File: config.mk
export PLATFORM = sky130hd
export DESIGN_NAME = plru_tree
export DESIGN_NICKNAME = d
export VERILOG_FILES = /design/src/source/dcache_pkg.sv /design/src/source/plru_tree.sv
export VERILOG_INCLUDE_DIRS = /design/src /design/src/include
export SDC_FILE = /design/constraint.sdc
export NUM_CORES = 1
export LEC_CHECK = 0
export BUFFER_PORTS_ARGS = -buffer_cell sky130_fd_sc_hd__buf_2
export CAP_MARGIN = 10
export CORE_MARGIN = 1
export CORE_UTILIZATION = 25
export CTS_BUF_LIST = sky130_fd_sc_hd__clkbuf_4 sky130_fd_sc_hd__clkbuf_8
export CTS_CLUSTER_DIAMETER = 150
export DETAILED_ROUTE_END_ITERATION = 6
export GPL_TIMING_DRIVEN = 1
export PLACE_DENSITY = 0.48
export SLEW_MARGIN = 20
export SYNTH_ARGS = -nofsm -noshare
export SYNTH_HDL_FRONTEND = slang
export SYNTH_SLANG_ARGS = --single-unit
File: constraint.sdc
create_clock -name clk -period 3.39 [get_ports clk]
set_input_delay 0.678 -clock clk [delete_from_list [all_inputs] [get_ports clk]]
set_output_delay 0.678 -clock clk [all_outputs]
set_load 0.02 [all_outputs]
File: src/include/dcache_defs.svh
`ifndef DCACHE_DEFS_SVH
`define DCACHE_DEFS_SVH

// cache geometry
`define DC_WAYS   4
`define DC_SETS   64

// address split, tag | index | offset
`define DC_TAG_W  20
`define DC_IDX_W  6
`define DC_OFF_W  6

`endif

File: src/source/dcache_pkg.sv
`include "dcache_defs.svh"

package dcache_pkg;

    // field view of a request address
    typedef struct packed {
        logic [`DC_TAG_W-1:0] tag;
        logic [`DC_IDX_W-1:0] idx;
        logic [`DC_OFF_W-1:0] off;
    } dc_addr_f_s;

    typedef union packed {
        logic [`DC_TAG_W+`DC_IDX_W+`DC_OFF_W-1:0] raw;
        dc_addr_f_s                                f;
    } dc_addr_u;

    typedef enum logic {
        op_lookup = 1'b0,
        op_inval  = 1'b1
    } dc_op_e;

    // one-hot way vector
    typedef logic [`DC_WAYS-1:0] dc_way_t;

    typedef struct packed {
        dc_op_e   op;
        dc_addr_u addr;
    } dc_req_s;

    typedef struct packed {
        logic                 hit;
        dc_way_t              way;
        logic                 evict_vld;
        logic [`DC_TAG_W-1:0] evict_tag;
    } dc_rsp_s;

endpackage

File: src/source/plru_tree.sv
`include "dcache_defs.svh"

module plru_tree (
    input  logic                 clk,
    input  logic                 rst_n,
    input  logic [`DC_IDX_W-1:0] r_idx,
    output dcache_pkg::dc_way_t  victim,
    input  logic                 touch,
    input  logic [`DC_IDX_W-1:0] touch_idx,
    input  dcache_pkg::dc_way_t  touch_way
);
    // per set: b0 picks the half, b1 way0/way1, b2 way2/way3
    logic [`DC_SETS-1:0][2:0] state;
    logic [`DC_IDX_W-1:0]     idx_q;
    logic [2:0]               rd_bits;
    logic [2:0]               nxt_bits;

    // ------------------------------------------------------------
    // update on touch
    // ------------------------------------------------------------
    always_comb begin
        nxt_bits = state[touch_idx];
        if (touch_way[0] || touch_way[1]) begin
            nxt_bits[0] = 1'b1;
            nxt_bits[1] = touch_way[0];
        end else begin
            nxt_bits[0] = 1'b0;
            nxt_bits[2] = touch_way[2];
        end
    end

    always_ff @(posedge clk or negedge rst_n) begin
        if (!rst_n) begin
            state <= '0;
            idx_q <= '0;
        end else begin
            idx_q <= r_idx;
            if (touch) begin
                state[touch_idx] <= nxt_bits;
            end
        end
    end

    // ------------------------------------------------------------
    // victim decode
    // ------------------------------------------------------------
    // state is read after the edge, so a touch that lands together
    // with the read is already visible here
    assign rd_bits = state[idx_q];

    always_comb begin
        if (!rd_bits[0]) begin
            victim = rd_bits[1] ? 4'b0010 : 4'b0001;
        end else begin
            victim = rd_bits[2] ? 4'b1000 : 4'b0100;
        end
    end

    a_touch_onehot: assert property (@(posedge clk) disable iff (!rst_n)
        touch |-> $onehot(touch_way));

endmodule

==> results.py, run 1 <==
metrics = {
    "run_status": {
        "status": "finished with violations",
        "violations": "design-rule violations, negative setup slack",
    },
    "synthesis": {
        "synth_ff_type": "dfrtp_1",
        "syn-cell-area_um2": 10500,
        "yosysSeqAreaShare": 0.471,
        "synth_simple_gate_area_frac": 0.134,
        "synthArstFlopShare": 1.00,
        "synth_seq_cells": 198,
        "yosys-top-cells-count": "nand2_1 (200), dfrtp_1 (198), o21ai_0 (64)",
        "synth_area_leaders": "dfrtp_1 (47%), mux4_2 (11%), nand2_1 (7.1%)",
        "yosysWarnings": 0,
        "synth_cells": 958,
        "synthAdderAreaFrac": 0,
        "yosysMostFrequentCell": "nand2_1",
        "ys_types": 64,
        "synth_top_cell_area_share": 0.471,
        "synth-edff-count": 0,
        "synth-xor-area-share": 0,
        "synth_nets": 977,
        "avgSynthCellArea_um2": 11.0,
        "synth_compound_area_frac": 0.124,
        "synth.area.mux_share": 0.230,
        "synth_top_family_by_area": "multiplexers",
        "yosys.area.top_type": "dfrtp_1",
    },
    "cells_and_area": {
        "fin_cells": 1542,
        "n_fill_cell": 4308,
        "area.sequential_um2": 4960,
        "final_nets": 1016,
        "antenna_cells": 0,
        "final_util": 0.298,
        "drive_above_1_share": 0.282,
        "area_growth_pct": 16.4,
        "multi_input_area_um2": 5270,
    },
    "clock_tree": {
        "cts_tree": "built",
        "numCtsBuffers": 17,
        "h-tree-depth": 4,
        "clk_latency_ps": 500,
        "clk_pin_slew_ps": 120,
        "root_buffer": "clkbuf_8",
        "clock_sinks": 198,
        "cts_hold_buf": 0,
        "clockBufferDepth": 2,
    },
    "global_routing": {
        "grt_usage": 0.154,
        "grt_max_degree": 76,
        "grt_pass1_vias": 7844,
        "grt_pass1_wl_mm": 50.2,
        "antenna_found_initial": 0,
        "grt_overflow": 0,
    },
    "drt": {
        "wl_per_cell_um": 20.8,
        "drtIter0Drc": 717,
        "vias_per_cell": 5.01,
        "drt_wl_total_mm": 32.0,
        "wl_met3_mm": 1.50,
        "first_pass_iters": 7,
        "wl_met2_mm": 14.6,
        "route.layer.met1.wl_mm": 15.0,
        "drc": 1,
        "ant_nets": 0,
        "vias": 7725,
        "top_layer": "met4",
    },
    "sta": {
        "rsz0062_at_grt": "true",
        "worst_pin_slew_ps": 699,
        "tns_ps": -382,
        "timing.final.crit_period_ps": 3500,
        "slew_violations": 0,
        "fmax_mhz": 286,
        "setup_ws_ps": -111,
        "fin_crit_sh": 1.03,
        "finalHoldViolations": 0,
        "maxSlewHeadroom": 0.532,
        "setup_viol": 4,
        "holdWs_ps": 158,
        "fin_skew_ps": 19.9,
    },
    "die": {
        "boundaryPins": 23,
        "die_y_um": 207,
        "start_util": 0.256,
        "fp-row-count": 74,
        "fp.dieW_um": 207,
        "core_um2": 41100,
        "die_area_um2": 42900,
    },
    "min_path": {
        "hold_class": "input port to asynchronous set/reset pin",
    },
    "place": {
        "numPortBuffers": 21,
        "place_congestion": 0.875,
        "dp_hpwl_mm": 22.8,
        "dpl.cell_count": 1502,
    },
    "critical_path": {
        "path_max_fanout": 7,
        "end_kind": "primary output",
        "crit_type": "flop to primary output",
        "crit_path_frequent_cell": "a22oi_2",
        "cp.arrival_ps": 2820,
        "start_kind": "flop",
        "worstSetupStartpoint": "idx_q[0]",
        "crit_path_top_delay_cell": "mux4_2",
        "rr_startpoint": "state[173]",
        "crit_required_ps": 2710,
        "critical_path.cell_chain": "buf_12 > mux4_2 > a22oi_2 > and3_4 > o22ai_4 > a22oi_2 > buf_4 > nor2_2 > buf_6",
        "cpPeakStageDelay_ps": 520,
    },
    "power": {
        "leakagePower_uw": 0.00516,
        "ir_worst_vdd_mv": 0.233,
        "p_per_area_nw_per_um2": 470,
        "finalPower_uw": 5740,
    },
    "run": {
        "cap_viol_max_count": 0,
    },
}
[through the flow]
| step | setup WS, ps | instance area [um^2] |
|---|---|---|
| 5_1_grt | -204 | 12200 |
| 4_1_cts | -185 | 12000 |
| 2_1_floorplan | 353 | 10500 |
| 3_5_place_dp | 103 | 11500 |
| 3_3_place_gp | 115 | 11500 |
| 6_report | -111 | 12200 |
[placed cells by master, fill, tap and decap left out, drive strengths merged, types with 7 or more instances in the layout]
master    n
buf      78
mux2i    36
inv      18
o22ai    22
a21oi    18
nand2   200
nor2     47
mux2     73
nor2b     7
clkbuf   20
mux4     52
a22oi     7
nand2b    8
o21ai   124
nand3    15
dfrtp   198
[worst max-delay path: cells and delay by family, from the launching register on]
family | cells | cell delay (ps)
AOI/OAI and AO/OA | 3 | 610
muxes | 1 | 520
buffers and inverters | 3 | 450
DFF | 1 | 470
and+or+nand+nor | 2 | 280
[cell type report]
class	instances	area share
Sequential cell	198	0.406
Clock inverter	15	0.0171
Multi-Input combinational cell	690	0.431
Clock buffer	17	0.0191
Timing Repair Buffer	81	0.0700
Inverter	9	0.00276
Tap cell	532	0.0544
[cell families after synthesis]
| group | after synthesis |
|---|---|
| mux | 161 |
| compound gates | 211 |
| buf+inv | 70 |
| flops | 198 |
| simple gates | 318 |
[power by group]
part / switching [uW] / internal, uW / leakage [uW]
clock network: 972 / 768 / 0.000223
logic: 562 / 540 / 0.00231
registers: 233 / 2670 / 0.00263
total: 1770 / 3980 / 0.00516
[final timing paths]
| path | slack, ps | cells after the start | endpoint |
|---|---|---|---|
| max in group asynchronous | 2380 | 2 | idx_q[4] |
| worst max-delay path | -110 | 9 | victim[3] |
| min in group clk | 280 | 1 | idx_q[4] |
| worst min-delay path | 160 | 1 | state[180] |
| worst min register to register | 490 | 2 | state[159] |
| worst max register to register | 850 | 7 | state[176] |
[registers in the layout, summed over array words and instances (netlist names)]
register and count:
state 192, idx_q 6
[routing by layer]
layer	vias to the layer above	global-route usage
met5	-	0
met4	0	0.0466
li1	3573	-
met2	218	0.242
met3	40	0.0280
met1	3894	0.216
[what timing repair did]
item / 4_1_cts / 5_1_grt
setup endpoints to repair: 4 / 4
resized for setup: 16 / 27
pin swaps: 6 / 9
buffers inserted: 4 / 2
cloned: 0 / 2
(Power assumes the default switching activity.)
==> run 2, diff against run 1 <==
--- a/config.mk
+++ b/config.mk
@@ -17,2 +17,3 @@
 export PLACE_DENSITY = 0.48
+export REMOVE_ABC_BUFFERS = 1
 export SLEW_MARGIN = 20
--- a/constraint.sdc
+++ b/constraint.sdc
@@ -3,2 +3,2 @@
 set_output_delay 0.678 -clock clk [all_outputs]
-set_load 0.02 [all_outputs]
+set_load 0.05 [all_outputs]
==> run 2 against run 1 <==
  * Sequential share of layout area is 0.22 points higher
  * Combinational power hardly changed
  * Clock-buffer cell count is 1 higher
  * Critical path type unchanged
  * Register-to-register slack better by 30 ps
  * Final area is 0.64% lower
  * Sequential power hardly changed
  * Final cell count is 0.58% higher
  * Largest power group unchanged
  * Critical path depth is 1 higher
  * The run ends with negative setup slack left
  * Die area stayed put
  * First-iteration DRC count is 23% lower
  * Clock power is 10% lower
==> results.py, run 2 (synthesis results as in run 1) <==
metrics = {
    "run_status": {
        "status": "finished with violations",
        "violations": "negative setup slack",
    },
    "cells_and_area": {
        "largest_reg_flops": 192,
        "drive_above_1_share": 0.279,
        "multi_input_area_um2": 5220,
        "mostFrequentLayoutCell": "nand2_1",
        "design_area_um2": 12200,
        "area.sequential_um2": 4960,
        "most-common-layout-cells": "nand2_1 (199), dfrtp_1 (196), o21ai_0 (61)",
        "top_register": "state",
        "final_nets": 1025,
        "fin_cells": 1551,
        "n_fill_cell": 4296,
        "top_regs": "state x192, idx_q x6",
        "area_growth_pct": 15.6,
        "antenna_cells": 0,
    },
    "sta": {
        "finalHoldViolations": 0,
        "fin_crit_sh": 1.06,
        "tns_ps": -798,
        "slew_violations": 0,
        "timing.final.crit_period_ps": 3610,
        "setup_ws_ps": -217,
        "maxSlewHeadroom": 0.228,
        "fmax_mhz": 277,
        "worst_pin_slew_ps": 1150,
        "rsz0062_at_grt": "true",
        "setup_viol": 4,
        "fin_skew_ps": 19.4,
    },
    "power": {
        "pwr-share-clk": 0.281,
        "cell_internal_pwr_uw": 3830,
        "ir_worst_vdd_mv": 0.255,
        "power_frac_comb": 0.200,
        "finalPower_uw": 5570,
        "switching_share": 0.313,
        "seq_power_share": 0.519,
        "leakagePower_uw": 0.00515,
        "p_per_area_nw_per_um2": 458,
        "p_switching_uw": 1740,
    },
    "critical_path": {
        "path_max_fanout": 6,
        "crit_type": "flop to primary output",
        "start_kind": "flop",
        "cp.arrival_ps": 2930,
        "end_kind": "primary output",
        "worst-r2r-cell-count": 7,
        "crit_required_ps": 2710,
    },
    "clock_tree": {
        "clk_latency_ps": 510,
        "clk_pin_slew_ps": 120,
        "root_buffer": "clkbuf_8",
        "clock_sinks": 198,
        "numCtsBuffers": 17,
        "cts_tree": "built",
        "clockBufferDepth": 2,
        "h-tree-depth": 4,
    },
    "global_routing": {
        "grt_pass1_vias": 7799,
        "grt_usage": 0.155,
        "antenna_found_initial": 0,
        "grtUsageMet3": 0.0262,
        "grt_busiest_layer": "met2",
        "grt_overflow": 0,
        "met2_usage": 0.239,
        "grt_use_met1": 0.219,
        "grt_pass1_wl_mm": 50.0,
        "grt_max_degree": 78,
    },
    "place": {
        "numPortBuffers": 21,
        "dpl.cell_count": 1506,
        "place_congestion": 0.868,
        "place_ws_ps": 58.8,
        "placed_area_um2": 11400,
        "dp_hpwl_mm": 22.7,
    },
    "run": {
        "cap_viol_max_count": 0,
    },
    "die": {
        "core_um2": 41100,
        "die_area_um2": 42900,
        "boundaryPins": 23,
        "fp-row-count": 74,
        "fp.dieW_um": 207,
        "start_util": 0.256,
        "die_y_um": 207,
    },
    "drt": {
        "drtIter0Drc": 555,
        "ant_nets": 0,
        "first_pass_iters": 7,
        "drt_wl_total_mm": 32.3,
        "drc": 0,
        "wl_per_cell_um": 20.8,
        "vias": 7748,
        "vias_per_cell": 5.00,
    },
    "min_path": {
        "hold_class": "input port to asynchronous set/reset pin",
    },
}
[run 2: cell count changes in the layout (fill, tap and decap cells not counted), sizes merged]
cell,before,now
buf,78,89
bufinv,3,1
clkbuf,20,19
clkinv,2,3
clkinvlp,1,2
inv,18,17
[run 2: worst paths after layout]
| path | from | end | slack [ps] |
|---|---|---|---|
| setup / recovery | idx_q[0] | victim[0] | -220 |
| hold / removal | rst_n | state[66] | 170 |
| setup reg to reg | state[164] | state[98] | 880 |
| hold reg to reg | state[9] | state[9] | 490 |
| max in group asynchronous | rst_n | state[142] | 2340 |
| min in group clk | r_idx[0] | idx_q[0] | 270 |
[run 2: per-stage QoR]
stage / hold slack, ps / util
finish: 171 / 0.296
global route: 208 / 0.296
CTS: 187 / 0.293
detailed placement: 466 / 0.278
global placement: 459 / 0.278
floorplan: 382 / -
[run 2: area by class of cell]
type / count / share of cell area
clock inverter: 14 / 0.0112
timing repair buffer: 90 / 0.0729
sequential: 198 / 0.408
tap: 532 / 0.0548
clock buffer: 18 / 0.0204
multi-input combinational: 690 / 0.430
inverter: 9 / 0.00278
[run 2: timing repair]
item,4_1_cts,5_1_grt
buffers inserted,6,4
hold buffers,0,0
resized for setup,27,13
pin swaps,2,4
endpoints found under the setup margin,4,4
gates cloned,3,0
[run 2: critical path, stage by stage, from the launching register on]
cell	delay, ps
dfrtp_4	570
buf_12	170
buf_16	140
buf_4	140
mux4_2	450
o22ai_2	180
o21ai_2	100
a22oi_1	180
buf_4	180
nor2b_4	150
buf_6	160
[run 2: per-layer routing]
layer,vias up,part of all wire
li1,3588,-
met1,3942,0.47
met4,0,0.022
met2,184,0.46
met3,34,0.047
met5,-,0
[run 2: power by group through the flow]
stage               combinational [uW]  sequential (uW)  clock [uW]
floorplan                          655             2870           0
global placement                  1040             2930           0
detailed placement                1050             2930           0
CTS                               1110             2890        1610
global route                      1220             2940        1710
finish                            1110             2890        1560
