<file path="config.mk">
export PLATFORM = sky130hd
export DESIGN_NAME = dcache_tag_ctrl
export DESIGN_NICKNAME = d
export VERILOG_FILES = /design/src/source/dcache_pkg.sv /design/src/source/dcache_tag_ctrl.sv
export VERILOG_INCLUDE_DIRS = /design/src /design/src/include
export SDC_FILE = /design/constraint.sdc
export NUM_CORES = 1
export LEC_CHECK = 0
export ABC_AREA = 1
export BUFFER_PORTS_ARGS = -buffer_cell sky130_fd_sc_hd__buf_2
export CAP_MARGIN = 40
export CORE_MARGIN = 2
export CORE_UTILIZATION = 38
export DETAILED_ROUTE_END_ITERATION = 7
export PLACE_DENSITY = 0.86
export SYNTH_ARGS = -nofsm -noshare
export SYNTH_HDL_FRONTEND = slang
export SYNTH_SLANG_ARGS = --single-unit
</file>
<file path="constraint.sdc">
create_clock -name clk -period 2.7 [get_ports clk]
set_input_delay 0.27 -clock clk [delete_from_list [all_inputs] [get_ports clk]]
set_output_delay 0.27 -clock clk [all_outputs]
set_load 0.05 [all_outputs]
</file>
<file path="src/include/dcache_defs.svh">
`ifndef DCACHE_DEFS_SVH
`define DCACHE_DEFS_SVH

// cache geometry
`define DC_WAYS   4
`define DC_SETS   64

// address split, tag | index | offset
`define DC_TAG_W  20
`define DC_IDX_W  6
`define DC_OFF_W  6

`endif

</file>
<file path="src/source/dcache_pkg.sv">
`include "dcache_defs.svh"

package dcache_pkg;

    // field view of a request address
    typedef struct packed {
        logic [`DC_TAG_W-1:0] tag;
        logic [`DC_IDX_W-1:0] idx;
        logic [`DC_OFF_W-1:0] off;
    } dc_addr_f_s;

    typedef union packed {
        logic [`DC_TAG_W+`DC_IDX_W+`DC_OFF_W-1:0] raw;
        dc_addr_f_s                                f;
    } dc_addr_u;

    typedef enum logic {
        op_lookup = 1'b0,
        op_inval  = 1'b1
    } dc_op_e;

    // one-hot way vector
    typedef logic [`DC_WAYS-1:0] dc_way_t;

    typedef struct packed {
        dc_op_e   op;
        dc_addr_u addr;
    } dc_req_s;

    typedef struct packed {
        logic                 hit;
        dc_way_t              way;
        logic                 evict_vld;
        logic [`DC_TAG_W-1:0] evict_tag;
    } dc_rsp_s;

endpackage

</file>
<file path="src/source/dcache_tag_ctrl.sv">
`include "dcache_defs.svh"

module dcache_tag_ctrl (
    input  logic                 clk,
    input  logic                 rst_n,
    input  logic                 req_valid,
    input  dcache_pkg::dc_req_s  req,
    output logic                 rsp_valid,
    output dcache_pkg::dc_rsp_s  rsp,
    output dcache_pkg::dc_addr_u r_addr,
    output dcache_pkg::dc_addr_u w_addr,
    output dcache_pkg::dc_way_t  we,
    output logic                 set_vld,
    output dcache_pkg::dc_way_t  way_sel,
    input  dcache_pkg::dc_way_t  hit,
    input  dcache_pkg::dc_way_t  vld,
    input  logic [`DC_TAG_W-1:0] replace_tag,
    input  logic                 replace_vld,
    input  dcache_pkg::dc_way_t  plru_victim,
    output logic                 touch,
    output logic [`DC_IDX_W-1:0] touch_idx,
    output dcache_pkg::dc_way_t  touch_way
);
    import dcache_pkg::*;

    dc_req_s req_q;
    dc_way_t victim;
    logic    hit_any;
    logic    is_lookup;
    logic    evict;

    // ------------------------------------------------------------
    // request stage
    // ------------------------------------------------------------
    assign r_addr = req.addr;

    always_ff @(posedge clk or negedge rst_n) begin
        if (!rst_n) begin
            rsp_valid <= 1'b0;
        end else begin
            rsp_valid <= req_valid;
        end
    end

    always_ff @(posedge clk) begin
        req_q <= req;
    end

    // ------------------------------------------------------------
    // response stage
    // ------------------------------------------------------------
    assign hit_any   = |hit;
    assign is_lookup = (req_q.op == op_lookup);

    // lowest invalid way first, tree otherwise
    always_comb begin
        victim = plru_victim;
        for (int i = `DC_WAYS - 1; i >= 0; i--) begin
            if (!vld[i]) begin
                victim    = '0;
                victim[i] = 1'b1;
            end
        end
    end

    assign way_sel = victim;

    // fill the victim on a lookup miss, clear the hit way on invalidate
    always_comb begin
        we = '0;
        if (rsp_valid) begin
            if (is_lookup && !hit_any) begin
                we = victim;
            end else if (!is_lookup) begin
                we = hit;
            end
        end
    end

    assign w_addr  = req_q.addr;
    assign set_vld = is_lookup;

    assign touch     = rsp_valid && is_lookup;
    assign touch_idx = req_q.addr.f.idx;
    assign touch_way = hit_any ? hit : victim;

    assign evict         = is_lookup && !hit_any && replace_vld;
    assign rsp.hit       = hit_any;
    assign rsp.way       = hit_any ? hit : victim;
    assign rsp.evict_vld = evict;
    assign rsp.evict_tag = evict ? replace_tag : '0;

    // with every way valid the tree has to name a single victim
    a_plru_victim_onehot: assert property (@(posedge clk) disable iff (!rst_n)
        rsp_valid && (&vld) |-> $onehot(plru_victim));

endmodule

</file>
==> run metrics, run 1 <==
status completed; WL/cell 11.0 um; met3 global-route usage 0.0549; Req. time, crit path 2.43 ns; placed cell count 350; clock buffer count from CTS 5; std cell rows 24; final setup vio count 0; Worst slew margin 0.762; IO Pins 180; core box area 4350 um^2; Synth cell types 19; Sink Count 34; main combinational cell family by area after synthesis buffers and inverters; GRT Overall Usage 0.143; Final Max Slew Viols 0; Yosys top cell area share 0.383; type of element capturing the critical path output port; Hold Vio Cnt, Final 0; Yosys reg bits 34; power per cell area 606 nW/um^2; clk buf depth 2; synth top area cells dfxtp_1, buf_4, inv_1, nor2_2, nand2_1; setup tns final 0 ns; synthesized area per cell 8.76 um^2; grt ovf 0; DPL Wire Length 3480 um; largest net degree at the start of global routing 22; Net Count, Synth 266; number of global-route vias before repair 1309; Post-Synth XOR/XNOR Area 0; GR Util met2 0.297; drt total wl 3930 um; Min Hold Slack 0.100 ns; Placed Area 2080 um^2; Arrival @ worst endpoint 1.57 ns; die area 5100 um^2; root buffer cell clkbuf_8; RSZ-0062 raised after global routing false; final core occ 0.499; nets 375; Worst Tran Pin Value 0.357 ns; area leader, netlist dfxtp_1; Post-Syn Instances 197; Finished Layout Cells 358; Synth Cell Area 1730 um^2; RD Place Congestion 0.735; Post-Synth Simple-Gate Area 0.156; critical path peak fanout 21; Detailed Route Iter0 Violations 22; post-route ant nets 0; busiest grt layer met2; Seq/Total Area, Yosys 0.397; global-route track usage on met1 0.114; post-CTS sizing 0; clk slew on worst S/H paths 0.07 ns; Vias 1448; DRT Pass-1 Iters 2; area delta synth->final 25.9%; most frequent cells in the layout buf_2, dfxtp_1, inv_1, nor2_2, nand2_1; most common cell after layout, fill and taps aside buf_2; Starting Density 0.396; H-tree levels 2; initial antenna violation count 0; Lkg Pwr 1.37 nW; PortBufs 179; DRC Markers 0; HP Class primary input to flip-flop; Ys Warns 0; FMAX 542 MHz; first-pass GRT wire length 5650 um; die height 71.4 um; Worst Setup Start Kind flip-flop; CP Class flip-flop to output port; TritonCTS clock tree built; Compound-Gate Fraction of Synth Area 0.0276; post-synthesis mux area share 0; max-cap viol count 0; die width 71.4 um; antenna cell count 0; layout cells sized above 1 0.686; final instance area 2170 um^2; Final period util 0.683; worst vdd ir 0.492 mV; Synth Area in Adders 0; Final min period 1.84 ns; vias per cell 4.04
## sequential cells by signal, summed over array words and instances, names as in the netlist
register	cells
w_addr	32
req_q	1
rsp_valid	1
## cells by family (layout without fill, tap and decap cells)
group                  after synthesis  in the layout
AND/OR/NAND/NOR                     47             47
AO/OA/AOI/OAI                        8              8
flip-flops                          34             34
buffers and inverters              108            217
## cells in the mapped netlist
cell      count
buf_12        2
nand3_2       1
inv_2         1
dfxtp_1      33
dfrtp_1       1
nand4_1       1
o31ai_1       1
a21oi_1       4
inv_1        29
nand2_4       1
nand2_1      15
o21bai_1      2
or2_2         1
o21ai_0       1
buf_4        76
nor2_2       17
nand3_1       1
nor2_1        6
nor2_4        4
## power breakdown
part           total (mW)  leakage [nW]  switching, mW  internal (mW)
Sequential          0.537         0.290        0.00749          0.529
Combinational       0.421          1.04          0.327         0.0940
Clock               0.359        0.0443          0.157          0.202
Total                1.32          1.37          0.492          0.825
## worst max-delay path, cell delays in order (launching register included)
cell     delay (ns)
dfxtp_1        0.37
inv_1          0.11
nand3_2        0.09
inv_2          0.10
nand2_4        0.21
nor2_2         0.14
buf_2          0.27
## path summary, 6_finish.rpt
check	start	cells past startpoint	end	slack [ns]
max in group asynchronous	rst_n	2	rsp_valid$_DFF_PN0_	2.33
min in group asynchronous	rst_n	2	rsp_valid$_DFF_PN0_	0.29
worst min-delay path	req[21]	1	w_addr[21]$_DFF_P_	0.10
worst max-delay path	req_q[32]$_DFF_P_	6	rsp[11]	0.86
## cell type report
class / instances / area (um^2)
timing repair buffer: 180 / 906
clock buffer: 7 / 86.3
multi-input combinational: 55 / 317
inverter: 30 / 113
tap: 52 / 65.1
fill: 406 / 2180
sequential: 34 / 686
## through the flow
stage / total power, mW / setup WS [ns]
floorplan: 0.924 / 0.267
finish: 1.32 / 0.856
CTS: 1.34 / 0.828
global placement: 0.967 / 1.12
detailed placement: 0.972 / 1.08
global route: 1.37 / 0.711
## layer usage
layer / part of all wire / routed length [um]
met5: 0 / 0
met4: 0.011 / 44
met3: 0.13 / 503
met2: 0.57 / 2250
met1: 0.29 / 1130
## what timing repair did
| action | CTS | global route |
|---|---|---|
| hold buffers | 1 | 0 |
| buffers inserted | 0 | 0 |
| endpoints found under the hold margin | 1 | 0 |
Power figures use the tool's default switching activity.
==> run 2: changes to the inputs <==
--- a/config.mk
+++ b/config.mk
@@ -10,9 +10,9 @@
 export BUFFER_PORTS_ARGS = -buffer_cell sky130_fd_sc_hd__buf_2
 export CAP_MARGIN = 40
 export CORE_MARGIN = 2
-export CORE_UTILIZATION = 38
+export CORE_UTILIZATION = 32
 export DETAILED_ROUTE_END_ITERATION = 7
-export PLACE_DENSITY = 0.86
+export PLACE_DENSITY = 0.77
 export SYNTH_ARGS = -nofsm -noshare
 export SYNTH_HDL_FRONTEND = slang
 export SYNTH_SLANG_ARGS = --single-unit
==> constraint.sdc (replaced) <==
create_clock -name clk -period 1.6 [get_ports clk]
set_input_delay 0.16 -clock clk [delete_from_list [all_inputs] [get_ports clk]]
set_output_delay 0.16 -clock clk [all_outputs]
set_load 0.05 [all_outputs]
==> run 2 against run 1 <==
Combinational power up 96%. Non-clock buffer count increased by 40. Final area grew 34%. Global-route usage up 3.2 points. Critical endpoint is now rsp[3]. Highest routed layer unchanged.
==> run metrics, run 2 (synthesized netlist as in run 1, its figures left out) <==
clk slew on worst S/H paths 0.07 ns (about the same); largest net degree at the start of global routing 22 (unchanged); Reg power frac 0.382 (-0.025); ordered cell list for the critical path inv_2, nand3_2, inv_2, nand2_4, clkbuf_16, nor2_4, buf_6; Pwr Total 2.37 mW (+80%); number of global-route vias before repair 1637 (+25%); first-pass GRT wire length 8080 um (+43%); final setup vio count 0 (unchanged); most common cell after layout, fill and taps aside buf_2; max-cap viol count 0 (unchanged); WL/cell 13.5 um (+23%); drt total wl 5610 um (+43%); multi-input logic area 454 um^2 (+43%); power per cell area 811 nW/um^2 (+34%); vias per cell 3.91 (-3.4%); area delta synth->final 69.1%; status completed; PortBufs 179 (unchanged); std cell rows 26 (+8.3%); wl on met1 1830 um (+62%); Switch Pwr 0.896 mW (+82%); IO Pins 180 (unchanged); worst vdd ir 0.806 mV (+64%); DRT Pass-1 Iters 4 (+2); Crit path largest cell delay 0.32 ns (-0.05 ns); Final period util 0.968; grt ovf 0 (unchanged); TritonCTS clock tree built; initial antenna violation count 0 (unchanged); RD Place Congestion 0.735 (about the same); Gate power share 0.349 (+0.029); die area 6000 um^2 (+18%); clk buf depth 2 (unchanged); type of element capturing the critical path output port; WL met3 638 um (+27%); Vias 1629 (+13%); Detailed Route Iter0 Violations 23 (+4.5%); RSZ-0062 raised after global routing true; antenna cell count 0 (unchanged); Most common cell on crit path inv_2; Critical Path Slowest Stage Cell dfxtp_2; layout cells sized above 1 0.657 (-0.0292); Clk network pwr share 0.269 (-0.003); die height 77.4 um (+8.5%); max reg flops 32 (unchanged); Starting Density 0.336 (-0.0606); die width 77.4 um (+8.5%); Sink Count 34 (unchanged); nets 415 (+11%); core box area 5140 um^2 (+18%); clock buffer count from CTS 5 (unchanged); critical path peak fanout 5 (-76%); Req. time, crit path 1.44 ns (-0.99 ns); HP Class primary input to async pin; placed cell count 370 (+5.7%); H-tree levels 2 (unchanged); Lkg Pwr 1.60 nW (+16%); met2 WL 3110 um (+38%); FMAX 645 MHz; most frequent cells in the layout buf_2, dlygate4sd3_1, dfxtp_1, inv_1, nor2_4; Finished Layout Cells 417 (+16%); GRT Overall Usage 0.174 (+0.0318); Final min period 1.55 ns; post-route ant nets 0 (unchanged); storage element area 687 um^2 (+0.18%); DPL Wire Length 3740 um (+7.6%); Internal 1.47 mW (+78%); top sig layer met4; DRC Markers 0 (unchanged); Worst Setup Start Kind flip-flop; sw frac 0.379 (+0.00540); Worst slew margin 0.750 (-0.0116); Hold Vio Cnt, Final 0 (unchanged); CP Class flip-flop to output port; root buffer cell clkbuf_8; Worst Tran Pin Value 0.371 ns (+0.0138 ns); Layout fillers 433 (+6.7%); Arrival @ worst endpoint 1.39 ns (-0.18 ns); Final Max Slew Viols 0 (unchanged)
run 2: changes by cell type in the layout (fill, tap and decap cells not counted), moves of 2 or more:
cell,change
a21oi_1,-3
a21oi_4,+3
buf_2,-21
buf_4,+3
buf_6,+19
buf_8,+2
clkbuf_16,+2
dlygate4sd3_1,+34
nor2_1,-4
nor2_2,-13
nor2_4,+17
run 2: per-layer routing:
layer	GRT usage	vias to the layer above
li1	-	799
met1	0.159	709
met2	0.346	117
met3	0.0709	4
met4	0.0536	0
met5	0	-
run 2: timing repair:
action,CTS,global route
setup buffers,0,1
hold buffers,35,0
pin swaps,0,1
cloned,0,3
resized for setup,21,26
endpoints found under the setup margin,21,24
endpoints found under the hold margin,35,0
run 2: metrics by stage:
step	utilization	setup TNS [ns]	area [um^2]	worst slack [ns]	hold slack, ns
floorplan	-	-0.262	1860	-0.139	-0.136
global placement	0.439	0	2260	0.263	-0.0642
detailed placement	0.439	0	2260	0.238	-0.0642
CTS	0.536	0	2750	0.0203	0.174
global route	0.568	-0.0355	2920	-0.0212	0.195
finish	0.568	0	2920	0.0505	0.188
run 2: worst max-delay path: cells and delay by family (launching register included):
family                 cells  cell delay, ns
flip-flops                 1            0.32
buffers and inverters      4            0.51
AND/OR/NAND/NOR            3            0.28
run 2: area by class of cell:
type,count,share of cell area
inverter,30,0.0386
clock buffer,7,0.0296
sequential,34,0.235
timing repair buffer,220,0.509
multi-input combinational,55,0.156
tap,70,0.0300
clock inverter,1,0.00172
run 2: worst max-delay path by stage:
stage                      startpoint      endpoint  slack (ns)
finish              req_q[32]$_DFF_P_        rsp[3]        0.05
detailed placement             hit[1]       rsp[10]        0.24
floorplan                      hit[1]  touch_way[3]       -0.14
global route        req_q[32]$_DFF_P_        rsp[3]       -0.02
CTS                 req_q[32]$_DFF_P_       rsp[19]        0.02
global placement               hit[1]        rsp[1]        0.26
run 2: power by group through the flow:
stage | logic (mW) | clock network [mW] | registers, mW
after floorplan | 0.652 | 0 | 0.928
after global placement | 0.740 | 0 | 0.922
after detailed placement | 0.744 | 0 | 0.923
after CTS | 0.812 | 0.652 | 0.904
after global routing | 0.860 | 0.698 | 0.909
final | 0.825 | 0.636 | 0.905
==> run 3: changes to the inputs <==
--- a/config.mk
+++ b/config.mk
@@ -9,10 +9,12 @@
 export ABC_AREA = 1
 export BUFFER_PORTS_ARGS = -buffer_cell sky130_fd_sc_hd__buf_2
 export CAP_MARGIN = 40
+export CORE_ASPECT_RATIO = 1.4
 export CORE_MARGIN = 2
 export CORE_UTILIZATION = 32
 export DETAILED_ROUTE_END_ITERATION = 7
 export PLACE_DENSITY = 0.77
+export SETUP_SLACK_MARGIN = 0.1
 export SYNTH_ARGS = -nofsm -noshare
 export SYNTH_HDL_FRONTEND = slang
 export SYNTH_SLANG_ARGS = --single-unit
==> run 3 against run 2 <==
Via count increased by 4.4%. Total power is 1.6% higher. Sequential share of layout area down 0.74 points. Non-clock buffer count stayed put. Cell count fell by 0.96%. Global-route usage rose by 0.56 points. Clock power rose by 3.1%. Fmax decreased by 1.6%. Hold slack lost 0.18 ns. Sequential power barely moved.
==> run metrics, run 3 (synthesized netlist as in run 1, its figures left out) <==
status completed; Critical path origin req_q[32]$_DFF_P_; HP Class primary input to flip-flop; worst vdd ir 0.844 mV (+4.6%); Crit path largest cell delay 0.35 ns (+0.03 ns); max reg flops 32 (unchanged); hold path start req[15]; Final min period 1.57 ns (+0.0254 ns); Critical Path Slowest Stage Cell dfxtp_4; final setup vio count 0 (unchanged); antenna cell count 0 (unchanged); layout cells sized above 1 0.669 (+0.0115); setup slack after layout 0.0251 ns (-0.0254 ns); max-cap viol count 0 (unchanged); std cell rows 31 (+19%); nets 415 (unchanged); dpl ws 0.167 ns (-0.0701 ns); WL/cell 14.5 um (+7.9%); Final Max Slew Viols 0 (unchanged); Hold Vio Cnt, Final 0 (unchanged); H-tree levels 2 (unchanged); largest net degree at the start of global routing 12 (-45%); Req. time, crit path 1.44 ns (about the same); final core occ 0.582 (+0.0139); area delta synth->final 75.2%; CP Class flip-flop to output port; GRT Overall Usage 0.180 (+0.00557); Pwr Total 2.40 mW (+1.6%); RD Place Congestion 0.719 (-2.2%); number of global-route vias before repair 1676 (+2.4%); most frequent cells in the layout buf_2, dlygate4sd3_1, dfxtp_1, inv_1, nor2_4; Arrival @ worst endpoint 1.41 ns (+0.02 ns); vias per cell 4.12 (+5.4%); Vias 1700 (+4.4%); power per cell area 795 nW/um^2 (-1.9%); Min Hold Slack 0.00642 ns (-0.182 ns); IO Pins 180 (unchanged); Starting Density 0.332 (-0.00372); DRC Markers 0 (unchanged); critical path peak fanout 5 (unchanged); clk buf depth 2 (unchanged); setup tns final 0 ns (unchanged); RSZ-0062 raised after global routing true; core box area 5200 um^2 (+1.1%); clock buffer count from CTS 5 (unchanged); most common cell after layout, fill and taps aside buf_2; post-route ant nets 0 (unchanged); FMAX 635 MHz (-1.6%); Worst Setup Start Kind flip-flop; root buffer cell clkbuf_8; die area 6000 um^2 (+0.14%); die height 90.9 um (+17%); Sink Count 34 (unchanged); TritonCTS clock tree built; clk slew on worst S/H paths 0.07 ns (about the same); grt ovf 0 (unchanged); Worst slew margin 0.766 (+0.0162); drt total wl 6000 um (+6.9%); Worst Tran Pin Value 0.347 ns (-0.0240 ns); initial antenna violation count 0 (unchanged); Lkg Pwr 1.60 nW (+0.19%); first-pass GRT wire length 8170 um (+1.1%); die width 66.1 um (-15%); DRT Pass-1 Iters 4 (unchanged); Detailed Route Iter0 Violations 26 (+13%); ordered cell list for the critical path clkinvlp_4, nand3_4, inv_4, nand2_8, clkbuf_16, nor2_4, buf_8; DPL Wire Length 3880 um (+3.7%); Final period util 0.984 (+0.0159); type of element capturing the critical path output port; PortBufs 179 (unchanged)
==> run 3: changes by cell type in the layout (fill, tap and decap cells not counted), sizes merged <==
cell,change
inv,-2
clkinvlp,+2
clkinv,+1
dlygate4sd3,-1
clkbuf,-2
buf,+2
==> run 3: repair_timing <==
item / 4_1_cts / 5_1_grt
buffers inserted: 3 / 0
hold buffers: 32 / 2
pin swaps: 1 / 2
hold endpoints to repair: 32 / 2
cloned: 1 / 1
gates resized for setup: 51 / 30
endpoints found under the setup margin: 25 / 25
==> run 3: path summary, 6_finish.rpt <==
path,end,slack [ns],cells after the start
worst min-delay path,w_addr[15]$_DFF_P_,0.006,1
max in group asynchronous,rsp_valid$_DFF_PN0_,1.33,2
min in group asynchronous,rsp_valid$_DFF_PN0_,0.19,2
worst max-delay path,rsp[12],0.03,7
==> run 3: layout make-up <==
cell class | instances | area, um^2
Timing Repair Buffer | 220 | 1570
Clock inverter | 2 | 12.5
Sequential cell | 34 | 689
Fill cell | 420 | 2170
Clock buffer | 6 | 82.6
Multi-Input combinational cell | 55 | 464
Tap cell | 66 | 82.6
Inverter | 30 | 124
==> run 3: metrics by stage <==
stage	area (um^2)	cells
2_1_floorplan	1850	197
3_3_place_gp	2250	366
3_5_place_dp	2250	366
4_1_cts	2870	410
5_1_grt	3020	413
6_report	3020	413
==> run 3: routing by layer <==
| layer | vias to the layer above | track usage | share of wire |
|---|---|---|---|
| li1 | 803 | - | - |
| met1 | 757 | 0.144 | 0.31 |
| met2 | 135 | 0.380 | 0.57 |
| met3 | 5 | 0.0524 | 0.11 |
| met4 | 0 | 0.0612 | 0.010 |
| met5 | - | 0 | 0 |
==> run 3: report_power, final <==
| group | switching, mW | leakage [nW] | internal [mW] |
|---|---|---|---|
| Sequential | 0.0136 | 0.290 | 0.891 |
| Clock | 0.310 | 0.0472 | 0.346 |
| Combinational | 0.606 | 1.26 | 0.237 |
| Total | 0.929 | 1.60 | 1.47 |
==> run 3: worst max-delay path, delay by kind of cell, from the launching register on <==
| family | cells | cell delay, ns |
|---|---|---|
| flops | 1 | 0.35 |
| buf+inv | 4 | 0.53 |
| simple gates | 3 | 0.26 |
